[config.mk]
export PLATFORM = sky130hd
export DESIGN_NAME = img_ctrl_top
export DESIGN_NICKNAME = d
export VERILOG_FILES = /design/src/rtl/img_pkg.sv /design/src/rtl/img_apb_regs.sv /design/src/rtl/img_capture.sv /design/src/rtl/img_ctrl_top.sv /design/src/rtl/img_frame_bank.sv /design/src/rtl/img_readout.sv
export SDC_FILE = /design/constraint.sdc
export NUM_CORES = 2
export LEC_CHECK = 0
export BUFFER_PORTS_ARGS = -buffer_cell sky130_fd_sc_hd__buf_4
export CAP_MARGIN = 10
export CORE_ASPECT_RATIO = 1.2
export CORE_UTILIZATION = 64
export CTS_BUF_LIST = sky130_fd_sc_hd__clkbuf_16
export DETAILED_ROUTE_END_ITERATION = 10
export PLACE_DENSITY = 0.81
export SLEW_MARGIN = 40
export SYNTH_ARGS = -nofsm -noshare
export SYNTH_HDL_FRONTEND = slang
export SYNTH_SLANG_ARGS = --single-unit
[constraint.sdc]
create_clock -name clk -period 7 [get_ports clk]
set_input_delay 1.4 -clock clk [delete_from_list [all_inputs] [get_ports clk]]
set_output_delay 1.4 -clock clk [all_outputs]
set_load 0.05 [all_outputs]
[src/rtl/img_pkg.sv]
package img_pkg;

    // ==================================================
    // Sizes
    // ==================================================
    localparam int NUM_BANKS  = 2;
    localparam int BANK_DEPTH = 64;
    localparam int BANK_AW    = 6;
    // One extra bit so a full bank can report its depth
    localparam int CNT_W      = BANK_AW + 1;
    localparam int BSEL_W     = $clog2(NUM_BANKS);
    localparam int HDR_WORDS  = 4;
    localparam int PIX_W      = 12;
    localparam int WORD_W     = 16;
    localparam int HDR_W      = HDR_WORDS * WORD_W;
    localparam int STAT_W     = 16;
    // Top pixel bits looked at for highlight and shadow
    localparam int TONE_BITS  = 7;

    // ==================================================
    // APB register map
    // ==================================================
    localparam int APB_AW = 5;
    localparam int APB_DW = 32;

    localparam int CTRL_CAP_BIT  = 0;
    localparam int CTRL_RD_BIT   = 1;
    localparam int CTRL_BANK_BIT = 2;

    typedef enum logic [APB_AW-1:0] {
        REG_CTRL       = 5'h00,
        REG_STATUS     = 5'h04,
        REG_HDR_LO     = 5'h08,
        REG_HDR_HI     = 5'h0C,
        REG_WORD_COUNT = 5'h10,
        REG_HIGHLIGHT  = 5'h14,
        REG_SHADOW     = 5'h18
    } reg_addr_t;

    typedef enum logic [2:0] {
        CAP_IDLE,
        CAP_WAIT_FV_LOW,
        CAP_WAIT_FV_HIGH,
        CAP_HEADER,
        CAP_PIXELS
    } cap_state_t;

    typedef enum logic [1:0] {
        RD_IDLE,
        RD_REWIND,
        RD_STREAM
    } rd_state_t;

endpackage

[src/rtl/img_apb_regs.sv]
`timescale 1ns/1ps

module img_apb_regs (
    input  logic                                               clk,
    input  logic                                               fifoIn_rst,
    input  logic                                               psel,
    input  logic                                               penable,
    input  logic                                               pwrite,
    input  logic [img_pkg::APB_AW-1:0]                         paddr,
    input  logic [img_pkg::APB_DW-1:0]                         pwdata,
    output logic [img_pkg::APB_DW-1:0]                         prdata,
    output logic                                               pready,
    output logic                                               pslverr,
    input  logic                                               cap_busy,
    input  logic                                               rd_busy,
    input  logic                                               cap_overflow,
    input  logic [img_pkg::STAT_W-1:0]                         highlight_count,
    input  logic [img_pkg::STAT_W-1:0]                         shadow_count,
    input  logic [img_pkg::NUM_BANKS-1:0][img_pkg::CNT_W-1:0]  bank_count,
    output logic                                               cap_start,
    output logic                                               rd_start,
    output logic [img_pkg::BSEL_W-1:0]                         bank_sel,
    output logic [img_pkg::HDR_W-1:0]                          header
);
    import img_pkg::*;

    logic access;
    logic addr_ok;
    logic start_req;
    logic start_bad;
    logic wr_ok;
    logic cap_busy_q;
    logic rd_busy_q;
    logic cap_done;
    logic rd_done;

    // Zero wait states so each transfer completes in the access phase
    assign pready = 1'b1;
    assign access = psel && penable;

    // ==================================================
    // Address decode and readback
    // ==================================================
    always_comb begin
        addr_ok = 1'b1;
        prdata  = '0;
        case (paddr)
            REG_CTRL:       prdata[CTRL_BANK_BIT +: BSEL_W] = bank_sel;
            REG_STATUS:     prdata[4:0] = {cap_overflow, rd_done, rd_busy, cap_done, cap_busy};
            REG_HDR_LO:     prdata = header[APB_DW-1:0];
            REG_HDR_HI:     prdata = header[HDR_W-1:APB_DW];
            REG_WORD_COUNT: prdata[CNT_W-1:0] = bank_count[bank_sel];
            REG_HIGHLIGHT:  prdata[STAT_W-1:0] = highlight_count;
            REG_SHADOW:     prdata[STAT_W-1:0] = shadow_count;
            default:        addr_ok = 1'b0;
        endcase
    end

    // Start while busy, or both starts at once, is refused
    assign start_req = pwrite && (paddr == REG_CTRL)
                       && (pwdata[CTRL_CAP_BIT] || pwdata[CTRL_RD_BIT]);
    assign start_bad = start_req && (cap_busy || rd_busy
                       || (pwdata[CTRL_CAP_BIT] && pwdata[CTRL_RD_BIT]));
    assign pslverr   = access && (!addr_ok || start_bad);
    assign wr_ok     = access && pwrite && addr_ok && !start_bad;

    always_ff @(posedge clk) begin
        if (!fifoIn_rst) begin
            cap_start  <= 1'b0;
            rd_start   <= 1'b0;
            bank_sel   <= '0;
            header     <= '0;
            cap_busy_q <= 1'b0;
            rd_busy_q  <= 1'b0;
            cap_done   <= 1'b0;
            rd_done    <= 1'b0;
        end else begin
            cap_start <= wr_ok && (paddr == REG_CTRL) && pwdata[CTRL_CAP_BIT];
            rd_start  <= wr_ok && (paddr == REG_CTRL) && pwdata[CTRL_RD_BIT];
            if (wr_ok) begin
                case (paddr)
                    REG_CTRL:   bank_sel <= pwdata[CTRL_BANK_BIT +: BSEL_W];
                    REG_HDR_LO: header[APB_DW-1:0] <= pwdata;
                    REG_HDR_HI: header[HDR_W-1:APB_DW] <= pwdata;
                    default: ;
                endcase
            end

            // Done flags latch on the falling edge of busy
            cap_busy_q <= cap_busy;
            rd_busy_q  <= rd_busy;
            if (cap_start) begin
                cap_done <= 1'b0;
            end else if (cap_busy_q && !cap_busy) begin
                cap_done <= 1'b1;
            end
            if (rd_start) begin
                rd_done <= 1'b0;
            end else if (rd_busy_q && !rd_busy) begin
                rd_done <= 1'b1;
            end
        end
    end

    // A start pulse never finds either engine busy
    a_start_idle: assert property (@(posedge clk) disable iff (!fifoIn_rst)
        (cap_start || rd_start) |-> !(cap_busy || rd_busy));

endmodule

[src/rtl/img_capture.sv]
`timescale 1ns/1ps

module img_capture (
    input  logic                               clk,
    input  logic                               fifoIn_rst,
    input  logic                               cap_start,
    input  logic [img_pkg::BSEL_W-1:0]         bank_sel,
    input  logic [img_pkg::HDR_W-1:0]          header,
    input  logic                               img_fv,
    input  logic                               img_lv,
    input  logic [img_pkg::PIX_W-1:0]          img_d,
    input  logic [img_pkg::NUM_BANKS-1:0]      bank_full,
    output logic [img_pkg::NUM_BANKS-1:0]      bank_wr_en,
    output logic [img_pkg::NUM_BANKS-1:0]      bank_clear,
    output logic [img_pkg::WORD_W-1:0]         bank_wr_data,
    output logic                               cap_busy,
    output logic                               cap_overflow,
    output logic [img_pkg::STAT_W-1:0]         highlight_count,
    output logic [img_pkg::STAT_W-1:0]         shadow_count
);
    import img_pkg::*;

    cap_state_t                   state;
    logic [BSEL_W-1:0]            sel_q;
    logic [HDR_W-1:0]             hdr_sh;
    logic [$clog2(HDR_WORDS)-1:0] hdr_cnt;
    logic                         wr_req;
    logic                         lv_q;
    logic [1:0]                   col;
    logic [1:0]                   line;
    logic                         stat_en;
    logic [PIX_W-1:0]             stat_px;

    assign cap_busy = (state != CAP_IDLE);

    // Writes into a full bank are dropped here
    always_comb begin
        bank_wr_en        = '0;
        bank_wr_en[sel_q] = wr_req && !bank_full[sel_q];
    end

    // ==================================================
    // Frame FSM
    // ==================================================
    always_ff @(posedge clk) begin
        if (!fifoIn_rst) begin
            state        <= CAP_IDLE;
            sel_q        <= '0;
            bank_clear   <= '0;
            wr_req       <= 1'b0;
            hdr_cnt      <= '0;
            cap_overflow <= 1'b0;
        end else begin
            bank_clear <= '0;
            wr_req     <= 1'b0;
            if (wr_req && bank_full[sel_q]) begin
                cap_overflow <= 1'b1;
            end
            case (state)
                CAP_IDLE: begin
                    if (cap_start) begin
                        sel_q                <= bank_sel;
                        bank_clear[bank_sel] <= 1'b1;
                        cap_overflow         <= 1'b0;
                        state                <= CAP_WAIT_FV_LOW;
                    end
                end
                // A frame in progress is skipped
                CAP_WAIT_FV_LOW: begin
                    if (!img_fv) state <= CAP_WAIT_FV_HIGH;
                end
                CAP_WAIT_FV_HIGH: begin
                    hdr_cnt <= '0;
                    if (img_fv) state <= CAP_HEADER;
                end
                CAP_HEADER: begin
                    wr_req  <= 1'b1;
                    hdr_cnt <= hdr_cnt + 1'b1;
                    if (hdr_cnt == HDR_WORDS - 1) state <= CAP_PIXELS;
                end
                CAP_PIXELS: begin
                    wr_req <= img_fv && img_lv;
                    if (!img_fv) state <= CAP_IDLE;
                end
                default: state <= CAP_IDLE;
            endcase
        end
    end

    // Header shifts out MSB word first and pixels trail the pins by one stage
    always_ff @(posedge clk) begin
        if (state == CAP_WAIT_FV_HIGH) begin
            hdr_sh <= header;
        end else if (state == CAP_HEADER) begin
            hdr_sh <= hdr_sh << WORD_W;
        end
        if (state == CAP_HEADER) begin
            bank_wr_data <= hdr_sh[HDR_W-1 -: WORD_W];
        end else begin
            bank_wr_data <= WORD_W'(img_d);
        end
        stat_px <= img_d;
    end

    // ==================================================
    // Highlight and shadow statistics
    // ==================================================
    always_ff @(posedge clk) begin
        if (!fifoIn_rst) begin
            lv_q            <= 1'b0;
            col             <= '0;
            line            <= '0;
            stat_en         <= 1'b0;
            highlight_count <= '0;
            shadow_count    <= '0;
        end else begin
            lv_q <= img_lv;
            col  <= img_lv ? col + 2'd1 : 2'd0;
            if (!img_fv) begin
                line <= '0;
            end else if (lv_q && !img_lv) begin
                line <= line + 2'd1;
            end
            // One pixel in four on every fourth line
            stat_en <= (state == CAP_PIXELS) && img_lv && (col == 2'd0) && (line == 2'd0);

            if (state == CAP_IDLE && cap_start) begin
                highlight_count <= '0;
                shadow_count    <= '0;
            end else if (stat_en) begin
                if (&stat_px[PIX_W-1 -: TONE_BITS]) begin
                    highlight_count <= highlight_count + 1'b1;
                end else if (~|stat_px[PIX_W-1 -: TONE_BITS]) begin
                    shadow_count <= shadow_count + 1'b1;
                end
            end
        end
    end

    // Every header word lands in exactly one cleared bank
    a_hdr_write: assert property (@(posedge clk) disable iff (!fifoIn_rst)
        (state == CAP_HEADER) |=> $onehot(bank_wr_en));

endmodule

[src/rtl/img_ctrl_top.sv]
`timescale 1ns/1ps

module img_ctrl_top (
    input  logic                          clk,
    input  logic                          fifoIn_rst,
    input  logic                          psel,
    input  logic                          penable,
    input  logic                          pwrite,
    input  logic [img_pkg::APB_AW-1:0]    paddr,
    input  logic [img_pkg::APB_DW-1:0]    pwdata,
    output logic [img_pkg::APB_DW-1:0]    prdata,
    output logic                          pready,
    output logic                          pslverr,
    input  logic                          img_fv,
    input  logic                          img_lv,
    input  logic [img_pkg::PIX_W-1:0]     img_d,
    output logic                          out_valid,
    input  logic                          out_ready,
    output logic [img_pkg::WORD_W-1:0]    out_data
);
    import img_pkg::*;

    logic                               cap_start;
    logic                               rd_start;
    logic [BSEL_W-1:0]                  bank_sel;
    logic [HDR_W-1:0]                   header;
    logic                               cap_busy;
    logic                               cap_overflow;
    logic                               rd_busy;
    logic [STAT_W-1:0]                  highlight_count;
    logic [STAT_W-1:0]                  shadow_count;
    logic [NUM_BANKS-1:0]               bank_wr_en;
    logic [NUM_BANKS-1:0]               bank_clear;
    logic [WORD_W-1:0]                  bank_wr_data;
    logic [NUM_BANKS-1:0]               bank_full;
    logic [NUM_BANKS-1:0]               bank_avail;
    logic [NUM_BANKS-1:0][WORD_W-1:0]   bank_rd_data;
    logic [NUM_BANKS-1:0][CNT_W-1:0]    bank_count;
    logic [NUM_BANKS-1:0]               bank_rd_en;
    logic [NUM_BANKS-1:0]               bank_rewind;

    img_apb_regs u_img_apb_regs (
        .clk             (clk),
        .fifoIn_rst      (fifoIn_rst),
        .psel            (psel),
        .penable         (penable),
        .pwrite          (pwrite),
        .paddr           (paddr),
        .pwdata          (pwdata),
        .prdata          (prdata),
        .pready          (pready),
        .pslverr         (pslverr),
        .cap_busy        (cap_busy),
        .rd_busy         (rd_busy),
        .cap_overflow    (cap_overflow),
        .highlight_count (highlight_count),
        .shadow_count    (shadow_count),
        .bank_count      (bank_count),
        .cap_start       (cap_start),
        .rd_start        (rd_start),
        .bank_sel        (bank_sel),
        .header          (header)
    );

    img_capture u_img_capture (
        .clk             (clk),
        .fifoIn_rst      (fifoIn_rst),
        .cap_start       (cap_start),
        .bank_sel        (bank_sel),
        .header          (header),
        .img_fv          (img_fv),
        .img_lv          (img_lv),
        .img_d           (img_d),
        .bank_full       (bank_full),
        .bank_wr_en      (bank_wr_en),
        .bank_clear      (bank_clear),
        .bank_wr_data    (bank_wr_data),
        .cap_busy        (cap_busy),
        .cap_overflow    (cap_overflow),
        .highlight_count (highlight_count),
        .shadow_count    (shadow_count)
    );

    // ==================================================
    // Frame banks
    // ==================================================
    for (genvar i = 0; i < NUM_BANKS; i++) begin : g_bank
        img_frame_bank u_img_frame_bank (
            .clk        (clk),
            .fifoIn_rst (fifoIn_rst),
            .clear      (bank_clear[i]),
            .wr_en      (bank_wr_en[i]),
            .wr_data    (bank_wr_data),
            .rewind     (bank_rewind[i]),
            .rd_en      (bank_rd_en[i]),
            .full       (bank_full[i]),
            .avail      (bank_avail[i]),
            .rd_data    (bank_rd_data[i]),
            .count      (bank_count[i])
        );
    end

    img_readout u_img_readout (
        .clk          (clk),
        .fifoIn_rst   (fifoIn_rst),
        .rd_start     (rd_start),
        .bank_sel     (bank_sel),
        .bank_avail   (bank_avail),
        .bank_rd_data (bank_rd_data),
        .out_ready    (out_ready),
        .bank_rewind  (bank_rewind),
        .bank_rd_en   (bank_rd_en),
        .out_valid    (out_valid),
        .out_data     (out_data),
        .rd_busy      (rd_busy)
    );

endmodule

[src/rtl/img_frame_bank.sv]
`timescale 1ns/1ps

module img_frame_bank (
    input  logic                          clk,
    input  logic                          fifoIn_rst,
    input  logic                          clear,
    input  logic                          wr_en,
    input  logic [img_pkg::WORD_W-1:0]    wr_data,
    input  logic                          rewind,
    input  logic                          rd_en,
    output logic                          full,
    output logic                          avail,
    output logic [img_pkg::WORD_W-1:0]    rd_data,
    output logic [img_pkg::CNT_W-1:0]     count
);
    import img_pkg::*;

    logic [WORD_W-1:0] mem [BANK_DEPTH];
    logic [CNT_W-1:0]  rd_ptr;

    // Write pointer is also the stored frame length
    assign full    = (count == CNT_W'(BANK_DEPTH));
    assign avail   = (rd_ptr < count);
    assign rd_data = mem[rd_ptr[BANK_AW-1:0]];

    always_ff @(posedge clk) begin
        if (wr_en && !full) begin
            mem[count[BANK_AW-1:0]] <= wr_data;
        end
    end

    always_ff @(posedge clk) begin
        if (!fifoIn_rst) begin
            count  <= '0;
            rd_ptr <= '0;
        end else begin
            if (clear) begin
                count <= '0;
            end else if (wr_en && !full) begin
                count <= count + 1'b1;
            end
            if (clear || rewind) begin
                rd_ptr <= '0;
            end else if (rd_en && avail) begin
                rd_ptr <= rd_ptr + 1'b1;
            end
        end
    end

    a_no_wr_full: assert property (@(posedge clk) disable iff (!fifoIn_rst)
        wr_en |-> !full);
    a_no_rd_empty: assert property (@(posedge clk) disable iff (!fifoIn_rst)
        rd_en |-> avail);

endmodule

[src/rtl/img_readout.sv]
`timescale 1ns/1ps

module img_readout (
    input  logic                                                clk,
    input  logic                                                fifoIn_rst,
    input  logic                                                rd_start,
    input  logic [img_pkg::BSEL_W-1:0]                          bank_sel,
    input  logic [img_pkg::NUM_BANKS-1:0]                       bank_avail,
    input  logic [img_pkg::NUM_BANKS-1:0][img_pkg::WORD_W-1:0]  bank_rd_data,
    input  logic                                                out_ready,
    output logic [img_pkg::NUM_BANKS-1:0]                       bank_rewind,
    output logic [img_pkg::NUM_BANKS-1:0]                       bank_rd_en,
    output logic                                                out_valid,
    output logic [img_pkg::WORD_W-1:0]                          out_data,
    output logic                                                rd_busy
);
    import img_pkg::*;

    rd_state_t         state;
    logic [BSEL_W-1:0] sel_q;
    logic              pop;

    assign rd_busy   = (state != RD_IDLE);
    assign out_valid = (state == RD_STREAM) && bank_avail[sel_q];
    assign out_data  = bank_rd_data[sel_q];
    assign pop       = out_valid && out_ready;

    // Only the latched bank sees rewind and pops
    always_comb begin
        bank_rewind        = '0;
        bank_rd_en         = '0;
        bank_rewind[sel_q] = (state == RD_REWIND);
        bank_rd_en[sel_q]  = pop;
    end

    always_ff @(posedge clk) begin
        if (!fifoIn_rst) begin
            state <= RD_IDLE;
            sel_q <= '0;
        end else begin
            case (state)
                RD_IDLE: begin
                    if (rd_start) begin
                        sel_q <= bank_sel;
                        state <= RD_REWIND;
                    end
                end
                RD_REWIND: state <= RD_STREAM;
                // Done once the stored length has been sent
                RD_STREAM: begin
                    if (!bank_avail[sel_q]) state <= RD_IDLE;
                end
                default: state <= RD_IDLE;
            endcase
        end
    end

    a_hold_data: assert property (@(posedge clk) disable iff (!fifoIn_rst)
        out_valid && !out_ready |=> $stable(out_data));

endmodule

== Word-level counts from Yosys, hierarchy flattened ==
Memory sizes are Yosys's and may differ from the RTL's. A register that Yosys moved wholly into a read port is not among the register bits.
Index checks and enable logic that the tools add are counted.

* Logic and storage cells: 199
* Output and inout bits: 51
* Bits of input ports: 57
* ROM bits: 0
* Bits in registers: 242
* Memories kept: 2
* Memory bits (writable): 2048
* Latch bits: 0

* Add/sub/neg operators: 9
* Magnitude comparators: 8
* Multipliers: 0
* Reductions and logical operators: 75
* Div/mod/pow operators: 0
* Equality and inequality tests: 22
* Bitwise gates (word level): 6
* Shifts and indexed selects: 0
* Mux-type cells: 46

{| class="wikitable"
|+ Memories
! memory !! words !! bits a word !! rd ports !! clocked after memory_dff !! write ports !! line !! source
|-
| g_bank[0].u_img_frame_bank.mem || 64 || 16 || 1 || 1 || 1 || img_frame_bank.sv:18 || <nowiki>logic [WORD_W-1:0] mem [BANK_DEPTH];</nowiki>
|-
| g_bank[1].u_img_frame_bank.mem || 64 || 16 || 1 || 1 || 1 || img_frame_bank.sv:18 ||
|}

{| class="wikitable"
|+ Operators with widths
! kind !! count
|-
| 64-bit two-way mux || 2
|-
| 9-bit one-hot mux with 4 select lines || 1
|-
| 16-bit by 1-bit adder with 16-bit output, second input constant || 2
|-
| 16-bit two-way mux || 2
|-
| 16-bit one-hot mux with 2 select lines || 1
|-
| 1-bit logical AND || 31
|-
| 7-bit by 1-bit adder with 7-bit output, second input constant || 4
|-
| 6-bit two-way mux || 4
|-
| 2-bit one-hot mux with 6 select lines || 2
|-
| 2-bit AND reduction || 8
|-
| 5-bit == test, second input constant || 3
|-
| 1-bit two-way mux || 15
|-
| 3-bit two-way mux || 5
|-
| 3-bit one-hot mux with 5 select lines || 1
|-
| 7-bit == test, second input constant || 2
|-
| 7-bit less-than comparator || 2
|-
| 7-bit two-way mux || 2
|-
| 2-bit OR reduction || 7
|-
| 7-bit OR reduction || 2
|-
| 12-bit two-way mux || 1
|-
| 2-bit inequality test, second input constant || 6
|-
| 5-bit by 4-bit == test with 1-bit output, second input constant || 2
|-
| 2-bit one-hot mux with 5 select lines || 1
|-
| 1-bit zero test || 8
|-
| other kinds (28) || 52
|}

== Longest topological paths before layout ==
* Word-level depth: 9
* Depth in mapped cells: 11

== Modules after synthesis ==
From an unflattened synthesis, not the netlist that was laid out.

* Cells, all modules: 4642
* Area, all modules: 89766.1 um2

{| class="wikitable"
|+ By module, submodules not included
! module !! instances !! area an instance (um2) !! cells each !! sequential area each (um2)
|-
| img_frame_bank (g_bank[1].u_img_frame_bank) || 1 || 40292.4 || 1880 || 31149.9
|-
| img_frame_bank (g_bank[0].u_img_frame_bank) || 1 || 40283.6 || 1878 || 31149.9
|-
| img_capture || 1 || 5380.2 || 425 || 3343.2
|-
| img_apb_regs || 1 || 3422.0 || 419 || 1421.4
|-
| img_readout || 1 || 387.9 || 40 || 60.1
|}

== Worst setup path before layout ==
Ideal clock, no wire load.

* Path type: input-to-output
* From: input port paddr[2] (netlist name)
* To: output port prdata[16] (netlist name)
* Arrival time: 3.384 ns
* Path buffers: 3
* Slack: 2.216 ns
* Required time: 5.600 ns
* Stages on the path: 5
* Path through: clkbuf_1 -> clkbuf_1 -> buf_1 -> mux2i_1 -> nor2_1

* Cells in the longest elaborated chain, start to end: 2
* Elaborated cells between the ends (all ways): 3

{| class="wikitable"
|+ Ends and longest elaborated chain
! element !! line !! source
|-
| start, declared || img_ctrl_top.sv:9 || <nowiki>input logic [img_pkg::APB_AW-1:0] paddr,</nowiki>
|-
| 5-bit by 4-bit == test with 1-bit output || img_apb_regs.sv:47 || <nowiki>case (paddr)</nowiki>
|-
| 16-bit one-hot mux with 2 select lines (*) || img_apb_regs.sv:47 ||
|-
| end, declared || img_ctrl_top.sv:11 || <nowiki>output logic [img_pkg::APB_DW-1:0] prdata,</nowiki>
|}

Every way passes the cells marked *; elsewhere a longest branch is shown, timed or not.

==> flow_metrics.env <==
export IMPL_multi_input_area_um2=21000
export IMPL_cts_sinks=2297
export IMPL_leakagePower_nw=30.2
export IMPL_syn_nets=4532
export IMPL_syn_area_um2=89300
export IMPL_antenna_found_initial=10
export IMPL_critPathArrivalTime_ns=4.98
export IMPL_wl_per_cell_um=37.7
export IMPL_synth_avg_cell_area_um2=20.1
export IMPL_skew_ns=0.0418
export IMPL_path_clk_slew_ns=0.07
export IMPL_initial_core_util=0.648
export IMPL_core_area_um2=138000
export IMPL_holdCritPathClass="reg2reg"
export IMPL_tightest_slew_ns=1.04
export IMPL_fill_cells=7087
export IMPL_async_reset_ff_frac=0
export IMPL_dp_hpwl_um=133000
export IMPL_drt_iter0_drc=8315
export IMPL_htreeDepth=4
export IMPL_clock_path_buffers=3
export IMPL_maxCapViolCount=0
export IMPL_synth_cells=4452
export IMPL_synth_main_ff_cell="edfxtp_1"
export IMPL_grt_pass1_vias=49500
export IMPL_path_buf_inv=3
export IMPL_drive_gt1_frac=0.263
export IMPL_total_power_mw=26.6
export IMPL_crit_family="multiplexers"
export IMPL_synth_seq_cells=2297
export IMPL_rsz0062_at_grt="false"
export IMPL_fp_dieW_um=343
export IMPL_fin_crit_sh=0.911
export IMPL_setup_viol=0
export IMPL_viasPerCell=7.33
export IMPL_syn_to_final_growth_pct=11.9
export IMPL_overflow=0
export IMPL_cts_setup_buffers=0
export IMPL_vias=49200
export IMPL_synth_edff_count=2112
export IMPL_crit_path_end_kind="output port"
export IMPL_cp_slowest_stage_delay_ns=0.69
export IMPL_std_cell_rows=149
export IMPL_hold_viol=0
export IMPL_ant_nets=0
export IMPL_start_kind="flop"
export IMPL_regArea_um2=67200
export IMPL_cts_root_buf="clkbuf_16"
export IMPL_status="finished, final reports clean"
export IMPL_grt_pass1_wl_um=359000
export IMPL_cp_cell_sequence="buf_12 -> buf_4 -> mux4_2 -> mux4_2 -> o22ai_1 -> nor2_1 -> a211oi_1 -> nand4_1 -> buf_4"
export IMPL_timing_final_max_slew_violations=0
export IMPL_post_route_min_period_ns=6.38
export IMPL_grt_max_degree=125
export IMPL_cts_tree="yes"
export IMPL_cts_repair_resized=0
export IMPL_dieArea_um2=141000
export IMPL_nets=4807
export IMPL_track_usage=0.366
export IMPL_hold_buffers=0
export IMPL_yosys_warnings=0
export IMPL_critPathSlowestCell="a211oi_1"
export IMPL_place_port_buffers=106
export IMPL_path_max_fanout=25
export IMPL_yosysSeqAreaShare=0.751
export IMPL_fp_dieH_um=411
export IMPL_ioPinCount=108
export IMPL_slew_headroom=0.306
export IMPL_firstDrtPassIters=8
export IMPL_wl_um=253000
export IMPL_required_ns=5.60
export IMPL_synth_distinct_cells=62
export IMPL_fmax_mhz=157
export IMPL_power_density_nw_per_um2=266
export IMPL_insertion_delay_ns=0.87
export IMPL_critPathKind="reg2out"
export IMPL_vdd_ir_drop_worst_mv=0.281
export IMPL_drc=0
export IMPL_tns_ns=0
export IMPL_cts_inserted_buffers=200
export IMPL_place_congestion=0.872
-- power by group --
group          internal [mW]  switching, mW  total [mW]
Combinational         0.0435          0.148       0.191
Clock                   6.25           5.16        11.4
Sequential              14.9         0.0602        15.0
-- final cells by class --
type	count	share of cell area
sequential	2297	0.672
multi-input combinational	1883	0.211
tap	1812	0.0227
clock buffer	203	0.0508
antenna	8	0.000200
inverter	36	0.00136
timing repair buffer	309	0.0264
clock inverter	168	0.0156
-- registers in the layout, summed over array words and instances (netlist names), 14 cells and up, named ones only --
register,flops
u_img_apb_regs.header,64
u_img_capture.bank_wr_data,16
g_bank.u_img_frame_bank.count,14
u_img_capture.shadow_count,16
u_img_capture.highlight_count,16
g_bank.u_img_frame_bank.mem,2048
u_img_capture.hdr_sh,64
g_bank.u_img_frame_bank.rd_ptr,14
-- metal layers --
metal  wire length, um  share of wire  vias to the layer above  global-route usage
met5                40        0.00016                        -                   0
met4             21600          0.085                        8               0.252
met3             30600           0.12                     1212              0.0897
met2            122000           0.48                     4514               0.581
met1             78500           0.31                    24700               0.447
li1                  -              -                    18800                   -
-- Yosys cell counts (22+ instances only) --
master	n	share of area
nand3_1	53	0.0030
mux2_2	68	0.0086
ha_1	23	0.0032
edfxtp_1	2112	0.71
nor3_1	24	0.0013
buf_1	22	0.00092
o221ai_1	52	0.0051
a211oi_1	36	0.0030
xnor2_1	24	0.0024
nand4_1	27	0.0019
o22ai_1	31	0.0022
buf_6	28	0.0035
a21boi_0	58	0.0049
clkbuf_1	127	0.0053
nand2_1	230	0.0097
buf_2	37	0.0021
mux4_2	544	0.14
nor2_1	252	0.011
a22oi_1	43	0.0036
inv_1	32	0.0013
dfxtp_1	185	0.041
o21ai_0	23	0.0013
a21oi_1	54	0.0030
nor2b_1	26	0.0018
mux2i_1	148	0.017
and2_1	25	0.0018
-- layout by cell type, fill, tap and decap left out, types with 43 or more instances in the layout --
master | synthesis | final
nand3_1 | 53 | 53
clkbuf_16 | 0 | 203
o221ai_1 | 52 | 52
clkinv_1 | 4 | 51
edfxtp_1 | 2112 | 2112
a21oi_1 | 54 | 49
mux2_2 | 68 | 68
buf_4 | 20 | 276
a22oi_1 | 43 | 43
nand2_1 | 230 | 228
a21boi_0 | 58 | 58
dfxtp_1 | 185 | 160
mux4_2 | 544 | 544
inv_1 | 32 | 64
nor2_1 | 252 | 235
mux2i_1 | 148 | 148
-- cell families after synthesis --
family	count (synthesis)	synth area share
muxes	761	0.163
AOI/OAI and AO/OA	356	0.0284
other	1	0.0000420
adders and majority gates	24	0.00333
and+or+nand+nor	696	0.0344
buffers and inverters	272	0.0154
xor gates and xnor gates	45	0.00441
DFF	2297	0.751
-- worst paths after layout --
| path | startpoint | endpoint | slack (ns) | cells past startpoint |
|---|---|---|---|---|
| setup reg to reg | g_bank[0].u_img_frame_bank.count[0]$_SDFFE_PP0P_ | g_bank[0].u_img_frame_bank.mem[35][8]$_DFFE_PP_ | 3.35 | 7 |
| hold / removal | u_img_capture.col[0]$_SDFF_PN0_ | u_img_capture.col[0]$_SDFF_PN0_ | 0.46 | 1 |
| setup / recovery | flop | out_data[6] | 0.62 | 9 |
| hold reg to reg | u_img_capture.col[0]$_SDFF_PN0_ | u_img_capture.col[0]$_SDFF_PN0_ | 0.46 | 1 |
-- metrics by stage --
step                utilization  hold WS [ns]  setup WS (ns)  std cells  cell area, um2
detailed placement        0.675         0.424           1.75       6331           93100
global route              0.724         0.462          0.595       6709           99900
global placement          0.674         0.401           1.47       6328           92900
CTS                       0.723         0.455          0.762       6702           99800
floorplan                     -         0.393           2.22       4452           89300
finish                    0.725         0.462          0.625       6716          100000
(Power assumes the default switching activity.)
